File: config.mk
export PLATFORM = sky130hd
export DESIGN_NAME = scan_test_ctrl
export DESIGN_NICKNAME = d
export VERILOG_FILES = /design/src/rtl/sram_test_pkg.sv /design/src/rtl/scan_test_ctrl.sv
export VERILOG_INCLUDE_DIRS = /design/src /design/src/rtl
export SDC_FILE = /design/constraint.sdc
export NUM_CORES = 1
export LEC_CHECK = 0
export ABC_CLOCK_PERIOD_IN_PS = 2300
export BUFFER_PORTS_ARGS = -buffer_cell sky130_fd_sc_hd__buf_2
export CAP_MARGIN = 15
export CORE_ASPECT_RATIO = 1.1
export CORE_UTILIZATION = 50
export DETAILED_ROUTE_END_ITERATION = 8
export GPL_TIMING_DRIVEN = 0
export MAX_ROUTING_LAYER = met4
export PLACE_DENSITY = 0.84
export SYNTH_ARGS = -nofsm -noshare
export SYNTH_HDL_FRONTEND = slang
export SYNTH_SLANG_ARGS = --single-unit
File: constraint.sdc
create_clock -name clk -period 2.3 [get_ports clk]
set_input_delay 0.115 -clock clk [delete_from_list [all_inputs] [get_ports clk]]
set_output_delay 0.115 -clock clk [all_outputs]
set_load 0.03 [all_outputs]
File: src/rtl/sram_test_consts.svh
`ifndef SRAM_TEST_CONSTS_SVH
`define SRAM_TEST_CONSTS_SVH

// Bank organisation
`define SRAM_NUM_MACROS 4
`define SRAM_DATA_W     32

// Word address inside one macro, and the global one with the macro index on top
`define SRAM_WORD_AW    8
`define SRAM_ADDR_W     10

// Scan command is write flag, mask, address and data
`define SCAN_CMD_W      47

`endif

File: src/rtl/sram_test_pkg.sv
`default_nettype none

`include "sram_test_consts.svh"

package sram_test_pkg;

   typedef logic [`SRAM_DATA_W-1:0]   mem_word_t;
   typedef logic [`SRAM_DATA_W/8-1:0] mem_mask_t;
   typedef logic [`SRAM_ADDR_W-1:0]   mem_addr_t;
   typedef logic [`SRAM_WORD_AW-1:0]  macro_addr_t;

   // APB port sequencing
   typedef enum logic [1:0] {
      APB_IDLE,
      APB_WAIT_GNT,
      APB_WAIT_DATA
   } apb_state_t;

   // Scan access sequencing
   typedef enum logic [1:0] {
      SCAN_SHIFT,
      SCAN_REQ,
      SCAN_WAIT_DATA
   } scan_state_t;

endpackage

`default_nettype wire

File: src/rtl/scan_test_ctrl.sv
`timescale 1ns/1ps
`default_nettype none

`include "sram_test_consts.svh"

module scan_test_ctrl
   import sram_test_pkg::*;
(
   input  wire            clk,
   input  wire            rstn,
   input  wire            scan_en_i,
   input  wire            scan_in_i,
   input  wire            scan_load_i,
   output logic           scan_out_o,
   output logic           busy_o,
   output logic           req_o,
   output logic           we_o,
   output mem_mask_t      mask_o,
   output mem_addr_t      addr_o,
   output mem_word_t      wdata_o,
   input  wire            gnt_i,
   input  wire mem_word_t rdata_i,
   input  wire            rvalid_i
);

   localparam int ADDR_LSB = `SRAM_DATA_W;
   localparam int MASK_LSB = ADDR_LSB + `SRAM_ADDR_W;
   localparam int WE_BIT   = MASK_LSB + `SRAM_DATA_W / 8;

   logic [`SCAN_CMD_W-1:0] cmd_q;
   scan_state_t            state_q;

   // Command fields, data in the low bits
   assign wdata_o = cmd_q[ADDR_LSB-1:0];
   assign addr_o  = cmd_q[MASK_LSB-1:ADDR_LSB];
   assign mask_o  = cmd_q[WE_BIT-1:MASK_LSB];
   assign we_o    = cmd_q[WE_BIT];

   assign req_o      = (state_q == SCAN_REQ);
   assign busy_o     = (state_q != SCAN_SHIFT);
   assign scan_out_o = cmd_q[0];

   always_ff @(posedge clk) begin
      if (!rstn) begin
         cmd_q   <= '0;
         state_q <= SCAN_SHIFT;
      end else begin
         case (state_q)
            SCAN_SHIFT: begin
               if (scan_en_i) begin
                  // LSB first, bit 0 leaves on scan_out
                  cmd_q <= {scan_in_i, cmd_q[`SCAN_CMD_W-1:1]};
               end else if (scan_load_i) begin
                  state_q <= SCAN_REQ;
               end
            end
            SCAN_REQ: begin
               if (gnt_i) begin
                  state_q <= we_o ? SCAN_SHIFT : SCAN_WAIT_DATA;
               end
            end
            SCAN_WAIT_DATA: begin
               if (rvalid_i) begin
                  // Result goes into the data field for unloading
                  cmd_q[ADDR_LSB-1:0] <= rdata_i;
                  state_q             <= SCAN_SHIFT;
               end
            end
            default: state_q <= SCAN_SHIFT;
         endcase
      end
   end

endmodule

`default_nettype wire

# ---- Word-level counts from Yosys, hierarchy flattened
# Index checks and enable logic that the tools add are counted.
dict set report classes {
  eq_ne 7
  mux 9
  reduce_logical 6
}
# operator count
set op_table {}
lappend op_table {{32-bit two-way mux} 2}
lappend op_table {{32-bit one-hot mux with 2 select lines} 1}
lappend op_table {{2-bit two-way mux} 5}
lappend op_table {{2-bit != test, second input constant} 4}
lappend op_table {{2-bit one-hot mux with 3 select lines} 1}
lappend op_table {{4-bit AND reduction} 1}
lappend op_table {{2-bit nonzero test} 2}
lappend op_table {{3-bit AND reduction} 1}
lappend op_table {{2-bit by 1-bit == test with 1-bit output, second input constant} 1}
lappend op_table {{2-bit == test, second input constant} 1}
lappend op_table {{2-bit zero test} 1}
lappend op_table {{2-bit by 1-bit != test with 1-bit output, second input constant} 1}
lappend op_table {{2-bit AND reduction} 1}
dict set report totals {
  register_bits 49
  in_bits 39
  out_inout_bits 50
}

# ---- Logic depth before layout (Yosys ltp)
dict set report depth {
  ltp_word 3
  depth_mapped 6
}

# ---- Worst setup path before layout
# OpenSTA, ideal clock, no wires.
dict set report synth_path {
  kind {register to register}
  from {reg state_q[1]}
  to {reg cmd_q[10]}
  setup_time_ps 115
  t_arrival_ps 1363
  required_ps 2185
  setup_slack_ps 822
  stages_incl_launch_ff 7
  period_less_slack_ps 1478
  path_cell_list {dfxtp_1 -> buf_6 -> or3b_4 -> buf_6 -> buf_6 -> o221a_1 -> o21a_1}
}
dict set report synth_via {
  elab_chain_len 3
  elab_cells_between_ends 7
  classes_between {3 x eq/ne; 1 x mux; 3 x reduce/logical}
}
# item line
set synth_rtl {}
lappend synth_rtl {{from (decl)} scan_test_ctrl.sv:31} ;# scan_state_t state_q;
lappend synth_rtl {{from (signal assigned)} scan_test_ctrl.sv:59} ;# state_q <= we_o ? SCAN_SHIFT : SCAN_WAIT_DATA;
lappend synth_rtl {{2-bit == test or 2-bit zero test (tied branches)} scan_test_ctrl.sv:48} ;# case (state_q)
lappend synth_rtl {{2-bit != test (no line) or 2-bit nonzero test (tied branches)} --}
lappend synth_rtl {{3-bit AND reduction (no line)} --}
lappend synth_rtl {{to (signal assigned)} scan_test_ctrl.sv:52} ;# cmd_q <= {scan_in_i, cmd_q[`SCAN_CMD_W-1:1]};
lappend synth_rtl {{to (signal, indexed assignment)} scan_test_ctrl.sv:65} ;# cmd_q[ADDR_LSB-1:0] <= rdata_i;
lappend synth_rtl {{to (decl)} scan_test_ctrl.sv:30} ;# logic [`SCAN_CMD_W-1:0] cmd_q;
# Several ways; a longest one is shown, not always the timed one.
# A chain may end at the register's enable or synchronous reset.

# ---- Worst setup path in the final report
dict set report layout_path {
  from {reg state_q[0]}
  to {reg cmd_q[10]}
}
# Same word-level chain as after synthesis.

==> results.md <==
- CTS Sinks: 49
- Tmin final: approximately 1.6 ns
- Final setup violation count: 0
- Most frequent cells in the layout: buf_2 (89), dfxtp_1 (49), o21a_1 (33)
- Initial antenna violation count: 0
- TritonCTS clock tree: built
- I/O pin count: between 80 and 90
- Final #Nets: 326
- Worst Reg2Reg Path Length in Cells: 6
- Cell mode on critical path: buf_6
- Critical-path cell list: buf_2 > or3b_4 > buf_6 > buf_6 > o221a_1 > o21a_1
- Drt initial violations: between 80 and 90
- HP Class: input port to flip-flop
- Worst EP arrival: approximately 1.8 ns
- Period utilization: between 60 and 70%
- Antenna Cells: 0
- Port Buf Inserts: just under 90
- Crit path max-delay family: buffers and inverters
- Crit. End Element: flip-flop
- Xor/xnor share of the synthesized area: 0%
- Gr ovfl total: 0
- Top cell type's share of synthesized area: between 40 and 50%
- Synth cell types: 22
- Die X-Extent: 62.6 µm
- Multi-input gate area: ~930 µm²
- Crit. path cell count: 6
- DRT Pass-1 Iters: 7
- Synth area leader: dfxtp_1
- Path type of the worst setup path: flip-flop to flip-flop
- Ys async rst share: 0%
- Die ar.: 4300 µm²
- Die Height: a little under 70 µm
- Worst-margin pin slew: approximately 0.48 ns
- Post_cts resized: 0
- Compound-Gate Fraction of Synth Area: between 30% and 40%
- CP max stage cell: or3b_4
- Status: completed
- Maximum VDD drop: between 0.4 and 0.5 mV
- Area grow syn2layout: 28.9%
- Post-Synth Simple-Gate Area: a little under a tenth
- Multiplexer area fraction after synthesis: 0.495%
- Layout cells sized above 1: a little over two fifths
- Crit-path max FO: 10
- Setup crit start kind: flip-flop
- End of the worst register-to-register path: cmd_q[10]
- Seq/Total Area, Yosys: between 40% and 50%
- CTS root buffer: clkbuf_8
- Detailed-route via count: ~1800
- #FFs+latches synth: slightly below 50
- Number of buffers created by CTS: 5
- Hold Slack: ~0.065 ns
- Remaining DRCs: 0
- Total GRT Usage: 23.2%
- Main synth FF type: dfxtp_1
- EDFF count, synth: 0
- Top area cells in the synthesized netlist: dfxtp_1 (49%), o21a_1 (12%), o221a_2 (9.5%)
- # rows: 23
- Commonest non-fill, non-tap cell in the layout: buf_2
- Fill count: ~330
- Bufs on Longest Clock Path: 2
- Yosys warns: 0
- Final Max Slew Viols: 0
- Vias in the first global route: around 1600
- DRT antenna net count: 0
- Initial Util: a little over half
- Final setup TNS: 0 ns
- Relative slew slack: about 68%
- WL per Instance: ~14 µm
- Final wirelength: 4710 µm
- Syn nets: roughly 230
- Clk_lat worst skew: 0.30 ns
- Cts hold-fix bufs: 0
- Synth Instances: 193
- RSZ-0062 raised after global routing: no
- Adder-cell area share of the yosys netlist: 0%
- Mapped Area: approximately 2000 µm²
- Pwr Density: 699 nW/µm²
- Max Clk Rate: around 0.62 GHz
- Worst path max stage delay: 0.39 ns
- Clk_skew: between 0.003 and 0.004 ns
- RR Startpoint: state_q[0]
- Register area: 981 µm²
- Leakage: ~1.2 nW
- Setup Fix Bufs, Post-CTS: 0
- Core area: approximately 3700 µm²
- Final hold violations: 0
- Avg Cell Area, Syn: roughly 10 µm²
- Launch point of the worst path: state_q[0]
- Post-DR vias/cell: 5.30
- Combinational family with the most area after synthesis: compound AO/OA/AOI/OAI gates
- Global-route wire length before repair: 7480 µm
- Largest net degree at the start of global routing: 14
- R2R Setup Slk: approximately 0.7 ns
- Worst-path clk slew: 0.08 ns
- Required @ worst endpoint: ~2.5 ns
- GP Congestion: 0.710
- Hpwl dp: between 3000 and 4000 µm
- Maximum Capacitance Violations: 0
- Buffers plus inverters on the worst setup path: 3
- H-tree level count: 2
- CP endpoint: cmd_q[10]
[worst min-delay path, cell delays in order]
cell and delay (ns):
buf_2 0.10, nand2_1 0.04, a21boi_0 0.06
[power breakdown]
group	total (W)	internal [W]	switching, W
Sequential	0.000938	0.000901	0.0000376
Combinational	0.000383	0.000157	0.000226
Clock	0.000501	0.000239	0.000262
[area by class of cell]
cell class	count	share of cell area, %
clock buffers	7	3.31
well taps	50	2.40
plain buffers	20	4.27
flip-flops and latches	49	37.6
repair buffers	87	16.7
multi-input cells	124	35.7
[cell families after synthesis]
group | count (synthesis)
compound gates | 81
flops | 49
simple gates | 42
buf+inv | 20
mux | 1
[how the worst min path moves through the flow]
stage,from,to,slack (ns),cells past startpoint
2_1_floorplan,scan_in_i,cmd_q[46],0.26,2
3_3_place_gp,scan_in_i,cmd_q[46],0.38,3
3_5_place_dp,scan_in_i,cmd_q[46],0.38,3
4_1_cts,scan_in_i,cmd_q[46],0.06,3
5_1_grt,scan_in_i,cmd_q[46],0.06,3
6_report,scan_in_i,cmd_q[46],0.07,3
[sequential cells by signal (all words and copies together) (netlist names)]
register  cells
state_q       2
cmd_q        47
[metrics by stage]
step                      utilization [%]  area [µm²]  power (W)  setup WS (ns)  std cells
after floorplan                         -        2020    0.00122          0.822        193
after global placement               67.4        2520    0.00134          0.751        330
after detailed placement             67.4        2520    0.00134          0.734        330
after CTS                            69.7        2610    0.00184          0.698        337
after global routing                 69.7        2610    0.00191          0.586        337
final                                69.7        2610    0.00182          0.699        337
[cells in the mapped netlist, types with 2 or more instances]
| library cell | number |
|---|---|
| o21a_1 | 33 |
| buf_6 | 4 |
| o221a_2 | 17 |
| dfxtp_1 | 49 |
| a21boi_1 | 4 |
| nand2_1 | 31 |
| o221a_1 | 15 |
| buf_2 | 2 |
| nor2b_1 | 2 |
| a21boi_0 | 11 |
| clkbuf_1 | 12 |
| nor2_1 | 2 |
| nor3b_1 | 2 |
[routing by layer]
metal,track usage (%),routed length [µm],share of wire [%]
met2,37.6,2230,47
met5,-,0,0
met1,27.5,2160,46
met4,9.59,63,1.3
met3,6.58,258,5.5
No activity file was read; power rests on OpenSTA's default activity.
