## config.mk

```make
export PLATFORM = sky130hd
export DESIGN_NAME = port_arbiter
export DESIGN_NICKNAME = d
export VERILOG_FILES = /design/src/rtl/sram_test_pkg.sv /design/src/rtl/port_arbiter.sv
export VERILOG_INCLUDE_DIRS = /design/src /design/src/rtl
export SDC_FILE = /design/constraint.sdc
export NUM_CORES = 1
export LEC_CHECK = 0
export BUFFER_PORTS_ARGS = -buffer_cell sky130_fd_sc_hd__buf_2
export CAP_MARGIN = 20
export CORE_AREA = 8 8 78 80
export DETAILED_ROUTE_END_ITERATION = 7
export DIE_AREA = 0 0 86 88
export PLACE_DENSITY = 0.74
export RECOVER_POWER = 50
export REMOVE_ABC_BUFFERS = 1
export SLEW_MARGIN = 15
export SYNTH_ARGS = -nofsm -noshare
export SYNTH_HDL_FRONTEND = slang
export SYNTH_SLANG_ARGS = --single-unit
```

## constraint.sdc

```tcl
create_clock -name clk -period 1.5 [get_ports clk]
set_input_delay 0.15 -clock clk [delete_from_list [all_inputs] [get_ports clk]]
set_output_delay 0.15 -clock clk [all_outputs]
set_load 0.01 [all_outputs]
```

## src/rtl/sram_test_consts.svh

```systemverilog
`ifndef SRAM_TEST_CONSTS_SVH
`define SRAM_TEST_CONSTS_SVH

// Bank organisation
`define SRAM_NUM_MACROS 4
`define SRAM_DATA_W     32

// Word address inside one macro, and the global one with the macro index on top
`define SRAM_WORD_AW    8
`define SRAM_ADDR_W     10

// Scan command is write flag, mask, address and data
`define SCAN_CMD_W      47

`endif

```

## src/rtl/sram_test_pkg.sv

```systemverilog
`default_nettype none

`include "sram_test_consts.svh"

package sram_test_pkg;

   typedef logic [`SRAM_DATA_W-1:0]   mem_word_t;
   typedef logic [`SRAM_DATA_W/8-1:0] mem_mask_t;
   typedef logic [`SRAM_ADDR_W-1:0]   mem_addr_t;
   typedef logic [`SRAM_WORD_AW-1:0]  macro_addr_t;

   // APB port sequencing
   typedef enum logic [1:0] {
      APB_IDLE,
      APB_WAIT_GNT,
      APB_WAIT_DATA
   } apb_state_t;

   // Scan access sequencing
   typedef enum logic [1:0] {
      SCAN_SHIFT,
      SCAN_REQ,
      SCAN_WAIT_DATA
   } scan_state_t;

endpackage

`default_nettype wire

```

## src/rtl/port_arbiter.sv

```systemverilog
`timescale 1ns/1ps
`default_nettype none

module port_arbiter
   import sram_test_pkg::*;
(
   input  wire            clk,
   input  wire            rstn,
   // Master 0, APB port
   input  wire            req_m0_i,
   input  wire            we_m0_i,
   input  wire mem_mask_t mask_m0_i,
   input  wire mem_addr_t addr_m0_i,
   input  wire mem_word_t wdata_m0_i,
   output logic           gnt_m0_o,
   output logic           rvalid_m0_o,
   // Master 1, scan controller
   input  wire            req_m1_i,
   input  wire            we_m1_i,
   input  wire mem_mask_t mask_m1_i,
   input  wire mem_addr_t addr_m1_i,
   input  wire mem_word_t wdata_m1_i,
   output logic           gnt_m1_o,
   output logic           rvalid_m1_o,
   output mem_word_t      rdata_o,
   // Bank side
   output logic           en_o,
   output logic           we_o,
   output mem_mask_t      mask_o,
   output mem_addr_t      addr_o,
   output mem_word_t      wdata_o,
   input  wire mem_word_t rdata_i,
   input  wire            rvalid_i
);

   logic       pick_m1;
   logic       last_m1_q;
   logic [1:0] owner_q;

   // Scan wins alone, or on a tie when APB won last time
   assign pick_m1  = req_m1_i && (!req_m0_i || !last_m1_q);
   assign gnt_m1_o = pick_m1;
   assign gnt_m0_o = req_m0_i && !pick_m1;

   assign en_o    = req_m0_i || req_m1_i;
   assign we_o    = pick_m1 ? we_m1_i    : we_m0_i;
   assign mask_o  = pick_m1 ? mask_m1_i  : mask_m0_i;
   assign addr_o  = pick_m1 ? addr_m1_i  : addr_m0_i;
   assign wdata_o = pick_m1 ? wdata_m1_i : wdata_m0_i;

   always_ff @(posedge clk) begin
      if (!rstn) begin
         last_m1_q <= 1'b0;
         owner_q   <= '0;
      end else begin
         if (en_o) begin
            last_m1_q <= pick_m1;
         end
         // Owner of each access follows it through macro and capture stage
         owner_q <= {owner_q[0], pick_m1};
      end
   end

   assign rdata_o     = rdata_i;
   assign rvalid_m0_o = rvalid_i && !owner_q[1];
   assign rvalid_m1_o = rvalid_i && owner_q[1];

endmodule

`default_nettype wire

```

; ---- After elaboration in Yosys (flattened, before gate mapping)
; Cells that the tools add are included.
; Widths: inputs -> output; s select.
[totals]
ff_bits = 3
inputBits = 131
word_cells = 16
[op_classes]
mux = 4
n_reduce_logical = 10
[op_table]
columns = operator, n
row1 = $mux 32, 1
row2 = $mux 10, 1
row3 = $logic_and 1x1->1, 4
row4 = $logic_not 1->1, 4
row5 = $mux 4, 1
row6 = $logic_or 1x1->1, 2
row7 = $mux 1, 1

; ---- Depth between registers and ports, before layout
[logic_depth]
ltp_word = 5
mapped_depth = 4

; ---- Worst setup path after synthesis
; Ideal clock, no wire load.
[synth_timing]
path_type = reg2out
from = reg last_m1_q
to = out wdata_o[13]
arrival_time_ps = 1094
required_ps = 1350
setup_slack_ps = 256
stages_incl_launch_ff = 5
path_cell_list = dfxtp_1 -> a21boi_4 -> buf_6 -> buf_12 -> mux2_4
[synth_via]
elab_chain_cells = 4
[synth_rtl]
columns = item, line_no
row1 = "start, declared", port_arbiter.sv:37  ; logic last_m1_q;
row2 = "start signal, assigned", port_arbiter.sv:57  ; last_m1_q <= pick_m1;
row3 = $logic_not 1->1, port_arbiter.sv:41  ; assign pick_m1 = req_m1_i && (!req_m0_i || !last_m1_q);
row4 = $logic_or 1x1->1, port_arbiter.sv:41
row5 = $logic_and 1x1->1, port_arbiter.sv:41
row6 = $mux 32, port_arbiter.sv:49  ; assign wdata_o = pick_m1 ? wdata_m1_i : wdata_m0_i;
row7 = "end, declared", port_arbiter.sv:31  ; output mem_word_t wdata_o,
; Every way passes these cells.

; ---- Final worst setup path
[layout_timing]
from = reg last_m1_q
to = out addr_o[6]
[layout_via]
elab_chain_cells = 4
[layout_rtl]
columns = item, line_no
row1 = $logic_not 1->1, port_arbiter.sv:41
row2 = $logic_or 1x1->1, port_arbiter.sv:41
row3 = $logic_and 1x1->1, port_arbiter.sv:41
row4 = $mux 10, port_arbiter.sv:48  ; assign addr_o = pick_m1 ? addr_m1_i : addr_m0_i;
row5 = "end, declared", port_arbiter.sv:30  ; output mem_addr_t addr_o,
; Every way passes these cells.

==> impl_results.rst <==
.. list-table::
   :header-rows: 1

   * - Metric
     - Value
   * - Post-Syn Area per Cell
     - 10.28 um^2
   * - Detailed router's first-iteration violation count
     - 31
   * - Share of total power in sequential cells
     - 0.078
   * - CP arrival
     - 1470 ps
   * - Number of diodes added for antenna fixing
     - 0
   * - End of the worst register-to-register path
     - owner_q[0]
   * - CTS HTree Levels
     - 1
   * - Global routing usage summed across all routing layers
     - 0.1405
   * - Number of synthesized flops with an enable pin
     - 0
   * - Final setup vio count
     - 47
   * - Number of hold buffers added after cts
     - 0
   * - Synth area leader
     - mux2_2
   * - Maximum clock frequency
     - 616.7 MHz
   * - CTS clk-pin slew, worst paths
     - 30 ps
   * - Worst setup path start
     - last_m1_q
   * - Clock share of power
     - 0.211
   * - Final worst setup slack
     - -121.5 ps
   * - Setup repair after global routing missed its margin
     - true
   * - Die extent in y
     - 88 um
   * - # fillers
     - 433
   * - WL final
     - 6339 um
   * - Power density relative to cell area
     - 510.2 mW/mm^2
   * - List of most frequent post-synthesis cells
     - mux2_2 (37), buf_4 (35), mux2_4 (10)
   * - Worst Max-Slew Pin Slew
     - 159.1 ps
   * - Post-route fraction of the period consumed by the critical path
     - 1.081
   * - Source of the worst hold timing path
     - rstn
   * - HPWL reported at the end of detailed placement
     - 4674 um
   * - Die Outline Area
     - 0.007568 mm^2
   * - Io pins
     - 215
   * - Number of antenna violations at the first check in global routing
     - 0
   * - TritonCTS Buffers
     - 3
   * - Violated checks
     - negative setup slack
   * - Placeable core area
     - 0.004912 mm^2
   * - Switching power as a share of total power
     - 0.2969
   * - Synth async-reset ratio
     - 0
   * - Skew-Pair Late Insertion Delay
     - 220 ps
   * - Leakage power summed over all cells
     - 0.001211 uW
   * - Wire length of the first global-routing pass
     - 8038 um
   * - Number of nets with antenna violations after routing
     - 0
   * - Number of buffer cells added on primary ports
     - 150
   * - Result of the run
     - finished, violations left
   * - TritonCTS clock tree
     - built
   * - Critical R2R Launch
     - last_m1_q
   * - R2R Setup Slk
     - 320 ps
   * - Detailed-route DRC error count
     - 0
   * - Vias after detailed routing
     - 1292
   * - Dominant synthesized flop cell
     - dfxtp_1
   * - Fin. Hold Viols
     - 0
   * - Comb pwr share
     - 0.710
   * - Max-slew violation count
     - 0
   * - Critical Path RT
     - 1350 ps
   * - Sequential fraction of the synthesis area
     - 0.06023
   * - Startpoint Class
     - flip-flop
   * - NumNets Final
     - 359
   * - Post-synthesis instance area
     - 997.2 um^2
   * - Cell count after synthesis
     - 97
   * - Cells taking the most area after synthesis
     - mux2_2 (42%), buf_4 (26%), mux2_4 (15%)
   * - CTS Root Buffer Type
     - clkbuf_8
   * - Crit path kind
     - flip-flop to output pin
   * - Count of clock tree sinks
     - 3
   * - Average wire length per cell after detail routing
     - 21.34 um
   * - Fraction of synthesized cell area taken by the top area cell type
     - 0.4178
   * - Fraction of final layout cells sized beyond drive strength 1
     - 0.9515
   * - DR vias/cell
     - 4.350
   * - Initial core utilization
     - 0.2030
   * - Class of the most critical hold timing path
     - input pin to flip-flop
   * - Overall power of the completed layout
     - 1126 uW
   * - Largest net degree at the start of global routing
     - 20
   * - Switching pwr
     - 334.4 uW
   * - Aggregate global routing overflow
     - 0
   * - Largest driver fanout on the critical path
     - 7
   * - Via count of the first global-routing pass
     - 1580
   * - Worst R2R Path Depth
     - 6
   * - Chip width
     - 86 um
   * - Peak supply drop
     - 0.2487 mV
   * - P&R area growth vs syn
     - 121.3%
   * - Clock Tree Buf Depth
     - 2
   * - Row count
     - 26
   * - Internal power
     - 791.7 uW
   * - RePlAce Congestion
     - 0.8209
   * - Yosys warns
     - 0
   * - Worst setup endpoint
     - addr_o[6]
   * - Flip-flop and latch count after synthesis
     - 3
   * - Max transition margin
     - 0.8936
   * - Placement-stage worst setup slack
     - 59.32 ps
   * - Category of the worst setup path capture point
     - output pin
   * - Count of TritonRoute iterations in the first routing pass
     - 3
   * - Dominant cell by count in the synthesized netlist
     - mux2_2
   * - Worst clock skew
     - 2.938 ps
   * - Final min period
     - 1622 ps
   * - Number of library cell types mapped by synthesis
     - 12
   * - Max capacitance violation total
     - 0
[metrics by stage]
stage | std cells | setup TNS, ps | cell area (um^2) | util | hold slack [ps]
after floorplan | 60 | -19850 | 703.2 | - | 271.7
after global placement | 282 | 0 | 1582 | 0.3220 | 300.1
after detailed placement | 282 | 0 | 1582 | 0.3220 | 300.1
after CTS | 292 | -6057 | 2028 | 0.4129 | 169.3
after global routing | 297 | -6510 | 2207 | 0.4493 | 188.5
final | 297 | -4584 | 2207 | 0.4493 | 169.2
[logic make-up after synthesis]
| group | synth area share |
|---|---|
| AOI/OAI and AO/OA | 0.02635 |
| DFF | 0.06023 |
| buffers and inverters | 0.2949 |
| and+or+nand+nor | 0.05019 |
| muxes | 0.5684 |
[worst min path at each step]
stage	cells past startpoint	to	slack [ps]
finish	2	owner_q[1]	170
global route	2	owner_q[1]	190
detailed placement	0	rdata_o[13]	300
global placement	0	rdata_o[13]	300
CTS	2	owner_q[1]	170
floorplan	1	owner_q[0]	270
[area by class of cell]
class,instances,area (um^2),share of cell area
Clock buffer,4,45.04,0.02041
Multi-Input combinational cell,57,733.2,0.3322
Sequential cell,3,61.31,0.02778
Tap cell,70,87.58,0.03968
Timing Repair Buffer,163,1280,0.5799
[flip-flops by register name, indices dropped and copies added (netlist names)]
name       flops
last_m1_q      1
owner_q        2
[layout by cell type, fill, tap and decap left out]
cell type and count:
buf_2 103, buf_6 49, mux2_4 34, mux2_2 13, and2_1 4, clkbuf_8 3
clkbuf_16 3, buf_12 3, buf_4 3, nand2b_1 2, buf_16 2, dfxtp_1 2
a21boi_4 1, or2_2 1, nor2b_1 1, a21boi_0 1, clkbuf_1 1, dfxtp_2 1
[critical path, stage by stage, from the launching register on]
cell	delay, ps
dfxtp_2	320
a21boi_4	170
buf_12	160
clkbuf_16	170
mux2_4	310
buf_6	120
[power groups by stage]
stage / sequential (uW) / combinational [uW] / clock, uW
3_5_place_dp: 89.1 / 519 / 0
3_3_place_gp: 88.8 / 509 / 0
4_1_cts: 88.3 / 718 / 246
2_1_floorplan: 88.6 / 252 / 0
5_1_grt: 88.6 / 850 / 254
6_report: 88.3 / 800 / 238
[routing by layer]
metal / GRT usage / vias to the layer above / routed length (um)
met2: 0.2176 / 150 / 2837
li1: - / 565 / -
met3: 0.1257 / 2 / 1111
met4: 0.009554 / 2 / 0
met5: 0.04861 / - / 43
met1: 0.1410 / 573 / 2347
[repair_timing]
| action | in CTS | in global routing |
|---|---|---|
| cloned | 2 | 4 |
| endpoints found under the setup margin | 47 | 47 |
| gates resized for setup | 55 | 21 |
| setup buffers | 4 | 1 |
| pin swaps | 1 | 1 |
Power figures use the tool's default switching activity.
