## src/rtl/sram_test_consts.svh

```systemverilog
`ifndef SRAM_TEST_CONSTS_SVH
`define SRAM_TEST_CONSTS_SVH

// Bank organisation
`define SRAM_NUM_MACROS 4
`define SRAM_DATA_W     32

// Word address inside one macro, and the global one with the macro index on top
`define SRAM_WORD_AW    8
`define SRAM_ADDR_W     10

// Scan command is write flag, mask, address and data
`define SCAN_CMD_W      47

`endif

```

## src/rtl/sram_test_pkg.sv

```systemverilog
`default_nettype none

`include "sram_test_consts.svh"

package sram_test_pkg;

   typedef logic [`SRAM_DATA_W-1:0]   mem_word_t;
   typedef logic [`SRAM_DATA_W/8-1:0] mem_mask_t;
   typedef logic [`SRAM_ADDR_W-1:0]   mem_addr_t;
   typedef logic [`SRAM_WORD_AW-1:0]  macro_addr_t;

   // APB port sequencing
   typedef enum logic [1:0] {
      APB_IDLE,
      APB_WAIT_GNT,
      APB_WAIT_DATA
   } apb_state_t;

   // Scan access sequencing
   typedef enum logic [1:0] {
      SCAN_SHIFT,
      SCAN_REQ,
      SCAN_WAIT_DATA
   } scan_state_t;

endpackage

`default_nettype wire

```

## src/rtl/apb_mem_port.sv

```systemverilog
`timescale 1ns/1ps
`default_nettype none

`include "sram_test_consts.svh"

module apb_mem_port
   import sram_test_pkg::*;
(
   input  wire                     clk,
   input  wire                     rstn,
   input  wire                     psel_i,
   input  wire                     penable_i,
   input  wire                     pwrite_i,
   input  wire [`SRAM_ADDR_W+1:0]  paddr_i,
   input  wire mem_word_t          pwdata_i,
   input  wire mem_mask_t          pstrb_i,
   output mem_word_t               prdata_o,
   output logic                    pready_o,
   output logic                    req_o,
   output logic                    we_o,
   output mem_mask_t               mask_o,
   output mem_addr_t               addr_o,
   output mem_word_t               wdata_o,
   input  wire                     gnt_i,
   input  wire mem_word_t          rdata_i,
   input  wire                     rvalid_i
);

   apb_state_t state_q;
   logic       wr_done_q;
   logic       rd_done;
   mem_word_t  prdata_q;

   // Bus fields stay stable through the access phase
   assign req_o   = (state_q == APB_WAIT_GNT);
   assign we_o    = pwrite_i;
   assign mask_o  = pstrb_i;
   assign addr_o  = paddr_i[`SRAM_ADDR_W+1:2];
   assign wdata_o = pwdata_i;

   assign rd_done  = (state_q == APB_WAIT_DATA) && rvalid_i;
   assign pready_o = wr_done_q || rd_done;
   assign prdata_o = rd_done ? rdata_i : prdata_q;

   always_ff @(posedge clk) begin
      if (!rstn) begin
         state_q   <= APB_IDLE;
         wr_done_q <= 1'b0;
      end else begin
         wr_done_q <= 1'b0;
         case (state_q)
            APB_IDLE: begin
               // Setup phase seen, access phase follows
               if (psel_i && !penable_i) begin
                  state_q <= APB_WAIT_GNT;
               end
            end
            APB_WAIT_GNT: begin
               if (gnt_i) begin
                  if (pwrite_i) begin
                     wr_done_q <= 1'b1;
                     state_q   <= APB_IDLE;
                  end else begin
                     state_q <= APB_WAIT_DATA;
                  end
               end
            end
            APB_WAIT_DATA: begin
               if (rvalid_i) begin
                  state_q <= APB_IDLE;
               end
            end
            default: state_q <= APB_IDLE;
         endcase
      end
   end

   // Last read word stays on prdata after the transfer
   always_ff @(posedge clk) begin
      if (rd_done) begin
         prdata_q <= rdata_i;
      end
   end

endmodule

`default_nettype wire

```

## config.mk

```make
export PLATFORM = sky130hd
export DESIGN_NAME = apb_mem_port
export DESIGN_NICKNAME = d
export VERILOG_FILES = /design/src/rtl/sram_test_pkg.sv /design/src/rtl/apb_mem_port.sv
export VERILOG_INCLUDE_DIRS = /design/src /design/src/rtl
export SDC_FILE = /design/constraint.sdc
export NUM_CORES = 1
export LEC_CHECK = 0
export BUFFER_PORTS_ARGS = -buffer_cell sky130_fd_sc_hd__buf_2
export CORE_AREA = 2 2 60 90
export CTS_CLUSTER_DIAMETER = 200
export CTS_CLUSTER_SIZE = 40
export DETAILED_ROUTE_END_ITERATION = 6
export DIE_AREA = 0 0 62 92
export GPL_TIMING_DRIVEN = 0
export PLACE_DENSITY = 0.77
export SLEW_MARGIN = 10
export SYNTH_ARGS = -nofsm -noshare
export SYNTH_HDL_FRONTEND = slang
export SYNTH_SLANG_ARGS = --single-unit
```

## constraint.sdc

```tcl
create_clock -name clk -period 1.61 [get_ports clk]
set_input_delay 0.161 -clock clk [delete_from_list [all_inputs] [get_ports clk]]
set_output_delay 0.161 -clock clk [all_outputs]
set_load 0.005 [all_outputs]
```

# After elaboration in Yosys (flattened, before gate mapping)
# Cells that the tools add are included.
# classes
n_eq_ne,5
mux,7
n_reduce_logical,7
# op_table
op,n
two-way mux 32 bit,1
two-way mux 2 bit,4
one-hot mux 2 bit (3 select lines),1
AND reduction 3 bit,2
inequality test 2 bit (second input constant),2
== test 2 x 1 -> 1 bit (second input constant),1
== test 2 bit (second input constant),1
logical AND 1 bit,2
logical NOT 2 bit,1
inequality test 2 x 1 -> 1 bit (second input constant),1
logical NOT 1 bit,1
logical OR 1 bit,1
two-way mux 1 bit,1
# totals
register_bits,35
input_bits,87
out_inout_bits,81
word_cells,22

# Depth between registers and ports, before layout
# Gate-level depths: netlist of run 1.
# depth
ltp_word,4
mapped_depth,3
ltp_nobuf,2

# Worst setup path after synthesis of run 1
# Ideal clock, no wire load.
# synth_timing
path_kind,reg-to-output
from,register state_q[0]
to,output prdata_o[10]
arrival_ps,1065
setup_slack_ps,384
path_stages_with_launch,4
path_cell_list,dfxtp_1 > nand3b_4 > buf_6 > mux2_4
# synth_via
elab_chain_len,3
# synth_rtl
element,line_no,text
"start, declared",apb_mem_port.sv:29,apb_state_t state_q;
"start signal, assigned",apb_mem_port.sv:47,state_q <= APB_IDLE;
"start signal, assigned",apb_mem_port.sv:55,state_q <= APB_WAIT_GNT;
"start signal, assigned",apb_mem_port.sv:62,state_q <= APB_IDLE;
== test 2 bit,apb_mem_port.sv:41,assign rd_done = (state_q == APB_WAIT_DATA) && rvalid_i;
logical AND 1 bit,apb_mem_port.sv:41,
two-way mux 32 bit,--,
"end, declared",apb_mem_port.sv:17,"output mem_word_t prdata_o,"
# Every way passes these cells.

# Worst setup path in the final report of run 1
# Same ends and word-level chain as after synthesis.

==> reports/results.ini, run 1 <==
[synth]
synth.avg_cell_area_sq_um=12.8
synthCells=130
synth_fp_nets=217
synth-seq-cells=35
ys_seq_area_share_pct=42.3
yosysWarnings=0
syn_area_sq_um=1660
ys_types=14

[clocking]
cts_tree=yes
insertion_delay_ns=0.28
clk_pin_slew_worst_paths_ns=0.07
root_buffer=clkbuf_8
clkSinkCount=35
ctsHtreeMaxLevel=2
cts_hold_buf=0
cts_buffers=5
clockBufferDepth=2

[final_layout]
area_growth_pct=62.3
layout-drive-gt1-share_pct=83.1
diodes=0
final_cells=328
fin_util_pct=53.8
num-nets-final=346

[sta]
tightest_slew_ns=0.232
timing.final.max_slew_violations=0
layout_setup_ws_ns=-0.00573
fin_skew_ns=0.00144
finalSetupViolCount=6
fin_crit_ns=1.62
clock.fmax_mhz=619
hold_viol_final=0
rsz0062_at_grt=yes
relSlewSlack_pct=84.4
post-route-period-util_pct=100

[floorplan]
die_w_microns=62
die_y_microns=92
start_util_pct=33.1
dieArea_sq_um=5700
rows=32
coreArea_sq_um=5000
io_pins=168

[routing]
vias=1353
drt_iter0_drc=8
drc_errors=0
finalWirelength_microns=3930
ant_nets=0
wl_per_cell_microns=12.0
drt_first_pass_iters=2
via_per_inst=4.13

[status]
status=complete, but fails checks
violations=negative setup slack

[grt]
grtUsageTotal_pct=13.2
grt_pass1_vias=1344
grt_first_pass_wirelength_microns=5510
grt_overflow=0
grt_max_degree=12
grt_antenna_before_repair=0

[worst_setup_path]
critical-path-top-delay-family=flip-flops
critPathKind=reg2out
slowest_stage=dfxtp_4
path_cells=nand3b_4, buf_12, mux2_4, buf_6
cp_num_buf_inv=2
r2r_slack_ns=0.40
cp.arrival_ns=1.45
crit_path_start_kind=flip-flop
cp_data_required_time_ns=1.45
end_kind=primary output
crit_fanout=10
crit_path_max_incr_delay_ns=0.34

[placed_design]
dp_hpwl_microns=3150
io_buffers=119
placed_cells=317
routabilityCongestion=0.742

[pwr]
p_leak_nw=1.51
powerDensity_nw_per_um2=886
peakVddDrop_v=0.000465

[min_path]
min_path_type=in2reg

[job]
maxCapViolCount=0

cell usage after synthesis:
cell	n	area share, %
nor2b_1	1	0.38
nand3_1	1	0.30
nor2_1	1	0.23
a2bb2oi_1	1	0.53
mux2_4	29	26
nand2b_1	3	1.1
or3b_2	1	0.53
buf_6	3	2.0
mux2_2	3	2.0
nor4bb_1	2	1.2
dfxtp_1	35	42
nand3b_4	1	1.2
buf_4	47	21
a21oi_1	2	0.60
registers in the layout (all words and copies together) (netlist names):
| name | count |
|---|---|
| prdata_q | 32 |
| state_q | 2 |
| wr_done_q | 1 |
layout make-up:
cell class	instances	area, sq um
well taps	68	85.1
multi-input cells	45	571
clock buffers	6	82.6
flip-flops and latches	35	706
fillers	443	2310
clock inverters	2	35.0
plain buffers	50	413
repair buffers	122	800
power by group:
group / switching [W] / internal, W
Sequential: 0.0000257 / 0.000961
Clock: 0.000305 / 0.000501
Combinational: 0.000174 / 0.000419
final timing paths:
kind | startpoint | end | cells past startpoint
hold reg to reg | prdata_q[0] | prdata_q[0] | 1
setup / recovery | state_q[0] | prdata_o[10] | 4
hold / removal | rdata_i[0] | prdata_q[0] | 2
setup reg to reg | state_q[0] | state_q[1] | 3
what timing repair did:
item                                    in CTS  in global routing
endpoints found under the setup margin      32                 32
pin swaps                                    0                  0
gates resized for setup                     38                  0
setup buffers                                3                  0
cloned                                       0                  0
placed cells by master, fill, tap and decap left out, types with 3 or more instances in the layout:
cell / n
nand2b_1: 3
buf_6: 29
buf_12: 3
mux2_4: 29
clkbuf_8: 6
buf_2: 90
mux2_2: 3
dfxtp_1: 33
buf_4: 50
metal layers:
layer,up-vias,GRT usage [%],share of wire [%]
met5,-,0,0
met3,5,4.23,11
li1,642,-,-
met4,0,5.32,1.7
met1,602,11.8,31
met2,104,24.9,56
cell families after synthesis:
family	share of synthesized area (%)
buffers and inverters	23.3
DFF	42.3
muxes	28.3
and+or+nand+nor	4.98
AOI/OAI and AO/OA	1.13
stage by stage:
| step | hold WS, ns | setup slack (ns) | instance area (sq um) | total power (W) | setup TNS, ns |
|---|---|---|---|---|---|
| floorplan | 0.301 | 0.384 | 1660 | 0.00127 | 0 |
| global placement | 0.398 | 0.142 | 2340 | 0.00147 | 0 |
| detailed placement | 0.400 | 0.140 | 2340 | 0.00148 | 0 |
| CTS | 0.107 | -0.0395 | 2690 | 0.00243 | -0.920 |
| global route | 0.116 | -0.0728 | 2690 | 0.00251 | -1.89 |
| finish | 0.122 | -0.00573 | 2690 | 0.00238 | -0.0140 |
Note: power is estimated with default switching activity, not from simulation.
==> run 2, diff against run 1 <==
--- a/config.mk
+++ b/config.mk
@@ -6,6 +6,7 @@
 export SDC_FILE = /design/constraint.sdc
 export NUM_CORES = 1
 export LEC_CHECK = 0
+export ABC_CLOCK_PERIOD_IN_PS = 1610
 export BUFFER_PORTS_ARGS = -buffer_cell sky130_fd_sc_hd__buf_2
 export CORE_AREA = 2 2 60 90
 export CTS_CLUSTER_DIAMETER = 200
@@ -13,7 +14,8 @@
 export DETAILED_ROUTE_END_ITERATION = 6
 export DIE_AREA = 0 0 62 92
 export GPL_TIMING_DRIVEN = 0
-export PLACE_DENSITY = 0.77
+export PLACE_DENSITY = 0.8
+export SKIP_LAST_GASP = 1
 export SLEW_MARGIN = 10
 export SYNTH_ARGS = -nofsm -noshare
 export SYNTH_HDL_FRONTEND = slang
==> run 2 against run 1 <==
  * Power is 8.6% lower
  * Sequential share of layout area is 0.82 points lower
  * Setup slack lost 0.066 ns
  * Combinational power increased by 1%
  * The flow still finishes with violations (negative setup slack)
  * Largest cell class unchanged
==> reports/results.ini, run 2 (same netlist as run 1, synthesis figures left out) <==
[status]
status=complete, but fails checks
violations=negative setup slack

[sta]
rsz0062_at_grt=yes
timing.final.max_slew_violations=0
layout_setup_ws_ns=-0.0720
post-route-period-util_pct=104
fin_skew_ns=0.00553
relSlewSlack_pct=83.6
tightest_slew_ns=0.243
hold_slack_ns=0.118
fin_crit_ns=1.68
hold_viol_final=0
clock.fmax_mhz=595
finalSetupViolCount=30

[final_layout]
regMostFlops=prdata_q
area_growth_pct=68.2
layout_common_cells=buf_2 (90), buf_4 (51), dfxtp_1 (33)
layout_commonest_cell=buf_2
num-nets-final=352
layout-drive-gt1-share_pct=82.7
reg.largest.list=prdata_q (32), state_q (2), wr_done_q (1)
largest_reg_flops=32
diodes=0

[grt]
grt_max_degree=11
grt_pass1_vias=1350
grtUsageTotal_pct=13.5
grt_overflow=0
grt_antenna_before_repair=0
grt_first_pass_wirelength_microns=5680

[worst_setup_path]
critPathKind=reg2out
timing.rr.end=prdata_q[18]
r2r-start=state_q[0]
crit_fanout=5
cp_data_required_time_ns=1.45
r2r_slack_ns=0.28
end_kind=primary output
cp.arrival_ns=1.52
r2r_cells=5
crit_path_start_kind=flip-flop

[clocking]
clockBufferDepth=2
ctsHtreeMaxLevel=2
insertion_delay_ns=0.28
cts_tree=yes
root_buffer=clkbuf_8
clkSinkCount=35
cts_hold_buf=0
cts_buffers=5
clk_pin_slew_worst_paths_ns=0.07

[routing]
topRoutingLayerUsed=met4
drt_first_pass_iters=4
ant_nets=0
drt_iter0_drc=19
vias=1388
drt-met1-wl_microns=1350
route.met2.wl_microns=2240
finalWirelength_microns=4120
wl_per_cell_microns=12.3
via_per_inst=4.16
wl_met3_microns=470
drc_errors=0

[pwr]
switchingPower_w=0.000493
power_frac_comb_pct=27.5
seqPwrFrac_pct=45.2
intPower_w=0.00169
sw_frac_of_total_pct=22.6
powerDensity_nw_per_um2=782
pwr-share-clk_pct=27.3
p_leak_nw=1.55
peakVddDrop_v=0.000530

[placed_design]
dp_hpwl_microns=3190
routabilityCongestion=0.712
pre_cts_ws_ns=0.135
io_buffers=119

[floorplan]
rows=32
dieArea_sq_um=5700
io_pins=168
coreArea_sq_um=5000
start_util_pct=33.1
die_w_microns=62
die_y_microns=92

[min_path]
min_to=prdata_q[31]
min_path_cells=2
hold_start=rdata_i[31]
min_path_type=in2reg

[job]
maxCapViolCount=0

run 2: layer usage:
| layer | up-vias | GRT usage [%] |
|---|---|---|
| met5 | - | 0 |
| met4 | 0 | 4.79 |
| met3 | 5 | 5.36 |
| met2 | 105 | 25.7 |
| met1 | 623 | 11.7 |
| li1 | 655 | - |
run 2: timing repair:
action | CTS | global route
gates resized for setup | 40 | 2
gates cloned | 3 | 0
endpoints found under the setup margin | 32 | 30
setup buffers | 5 | 1
run 2: power by group through the flow:
stage / clock [W] / combinational, W / sequential (W)
final: 0.000594 / 0.000600 / 0.000986
after global routing: 0.000669 / 0.000647 / 0.000993
after CTS: 0.000629 / 0.000601 / 0.000987
after detailed placement: 0 / 0.000476 / 0.00101
after global placement: 0 / 0.000466 / 0.00100
after floorplan: 0 / 0.000268 / 0.000999
run 2: worst max path at each step:
stage	start	end	slack [ns]
2_1_floorplan	state_q[0]	prdata_o[10]	0.38
3_3_place_gp	state_q[0]	prdata_o[14]	0.13
3_5_place_dp	state_q[0]	prdata_o[14]	0.13
4_1_cts	state_q[0]	prdata_o[10]	-0.08
5_1_grt	state_q[0]	prdata_o[10]	-0.12
6_report	state_q[0]	prdata_o[10]	-0.07
run 2: layout make-up:
type                    instances  area (sq um)
repair buffers                128           930
clock inverters                 1          5.00
clock buffers                   7          76.3
well taps                      68          85.1
multi-input cells              45           571
plain buffers                  50           413
flip-flops and latches         35           708
fillers                       450          2220
run 2: critical path, cell delays in order (launching register included):
cell and delay (ns):
dfxtp_4 0.34, nand3b_4 0.18, buf_12 0.16, buf_16 0.13, mux2_4 0.31, buf_6 0.12
run 2: stage by stage:
| stage | cells | setup TNS, ns | power [W] | utilization [%] | area (sq um) |
|---|---|---|---|---|---|
| finish | 334 | -1.77 | 0.00218 | 55.7 | 2790 |
| global route | 334 | -3.08 | 0.00231 | 55.7 | 2790 |
| CTS | 333 | -2.23 | 0.00222 | 55.4 | 2770 |
| detailed placement | 317 | 0 | 0.00148 | 46.7 | 2340 |
| global placement | 317 | 0 | 0.00147 | 46.7 | 2340 |
| floorplan | 130 | 0 | 0.00127 | - | 1660 |
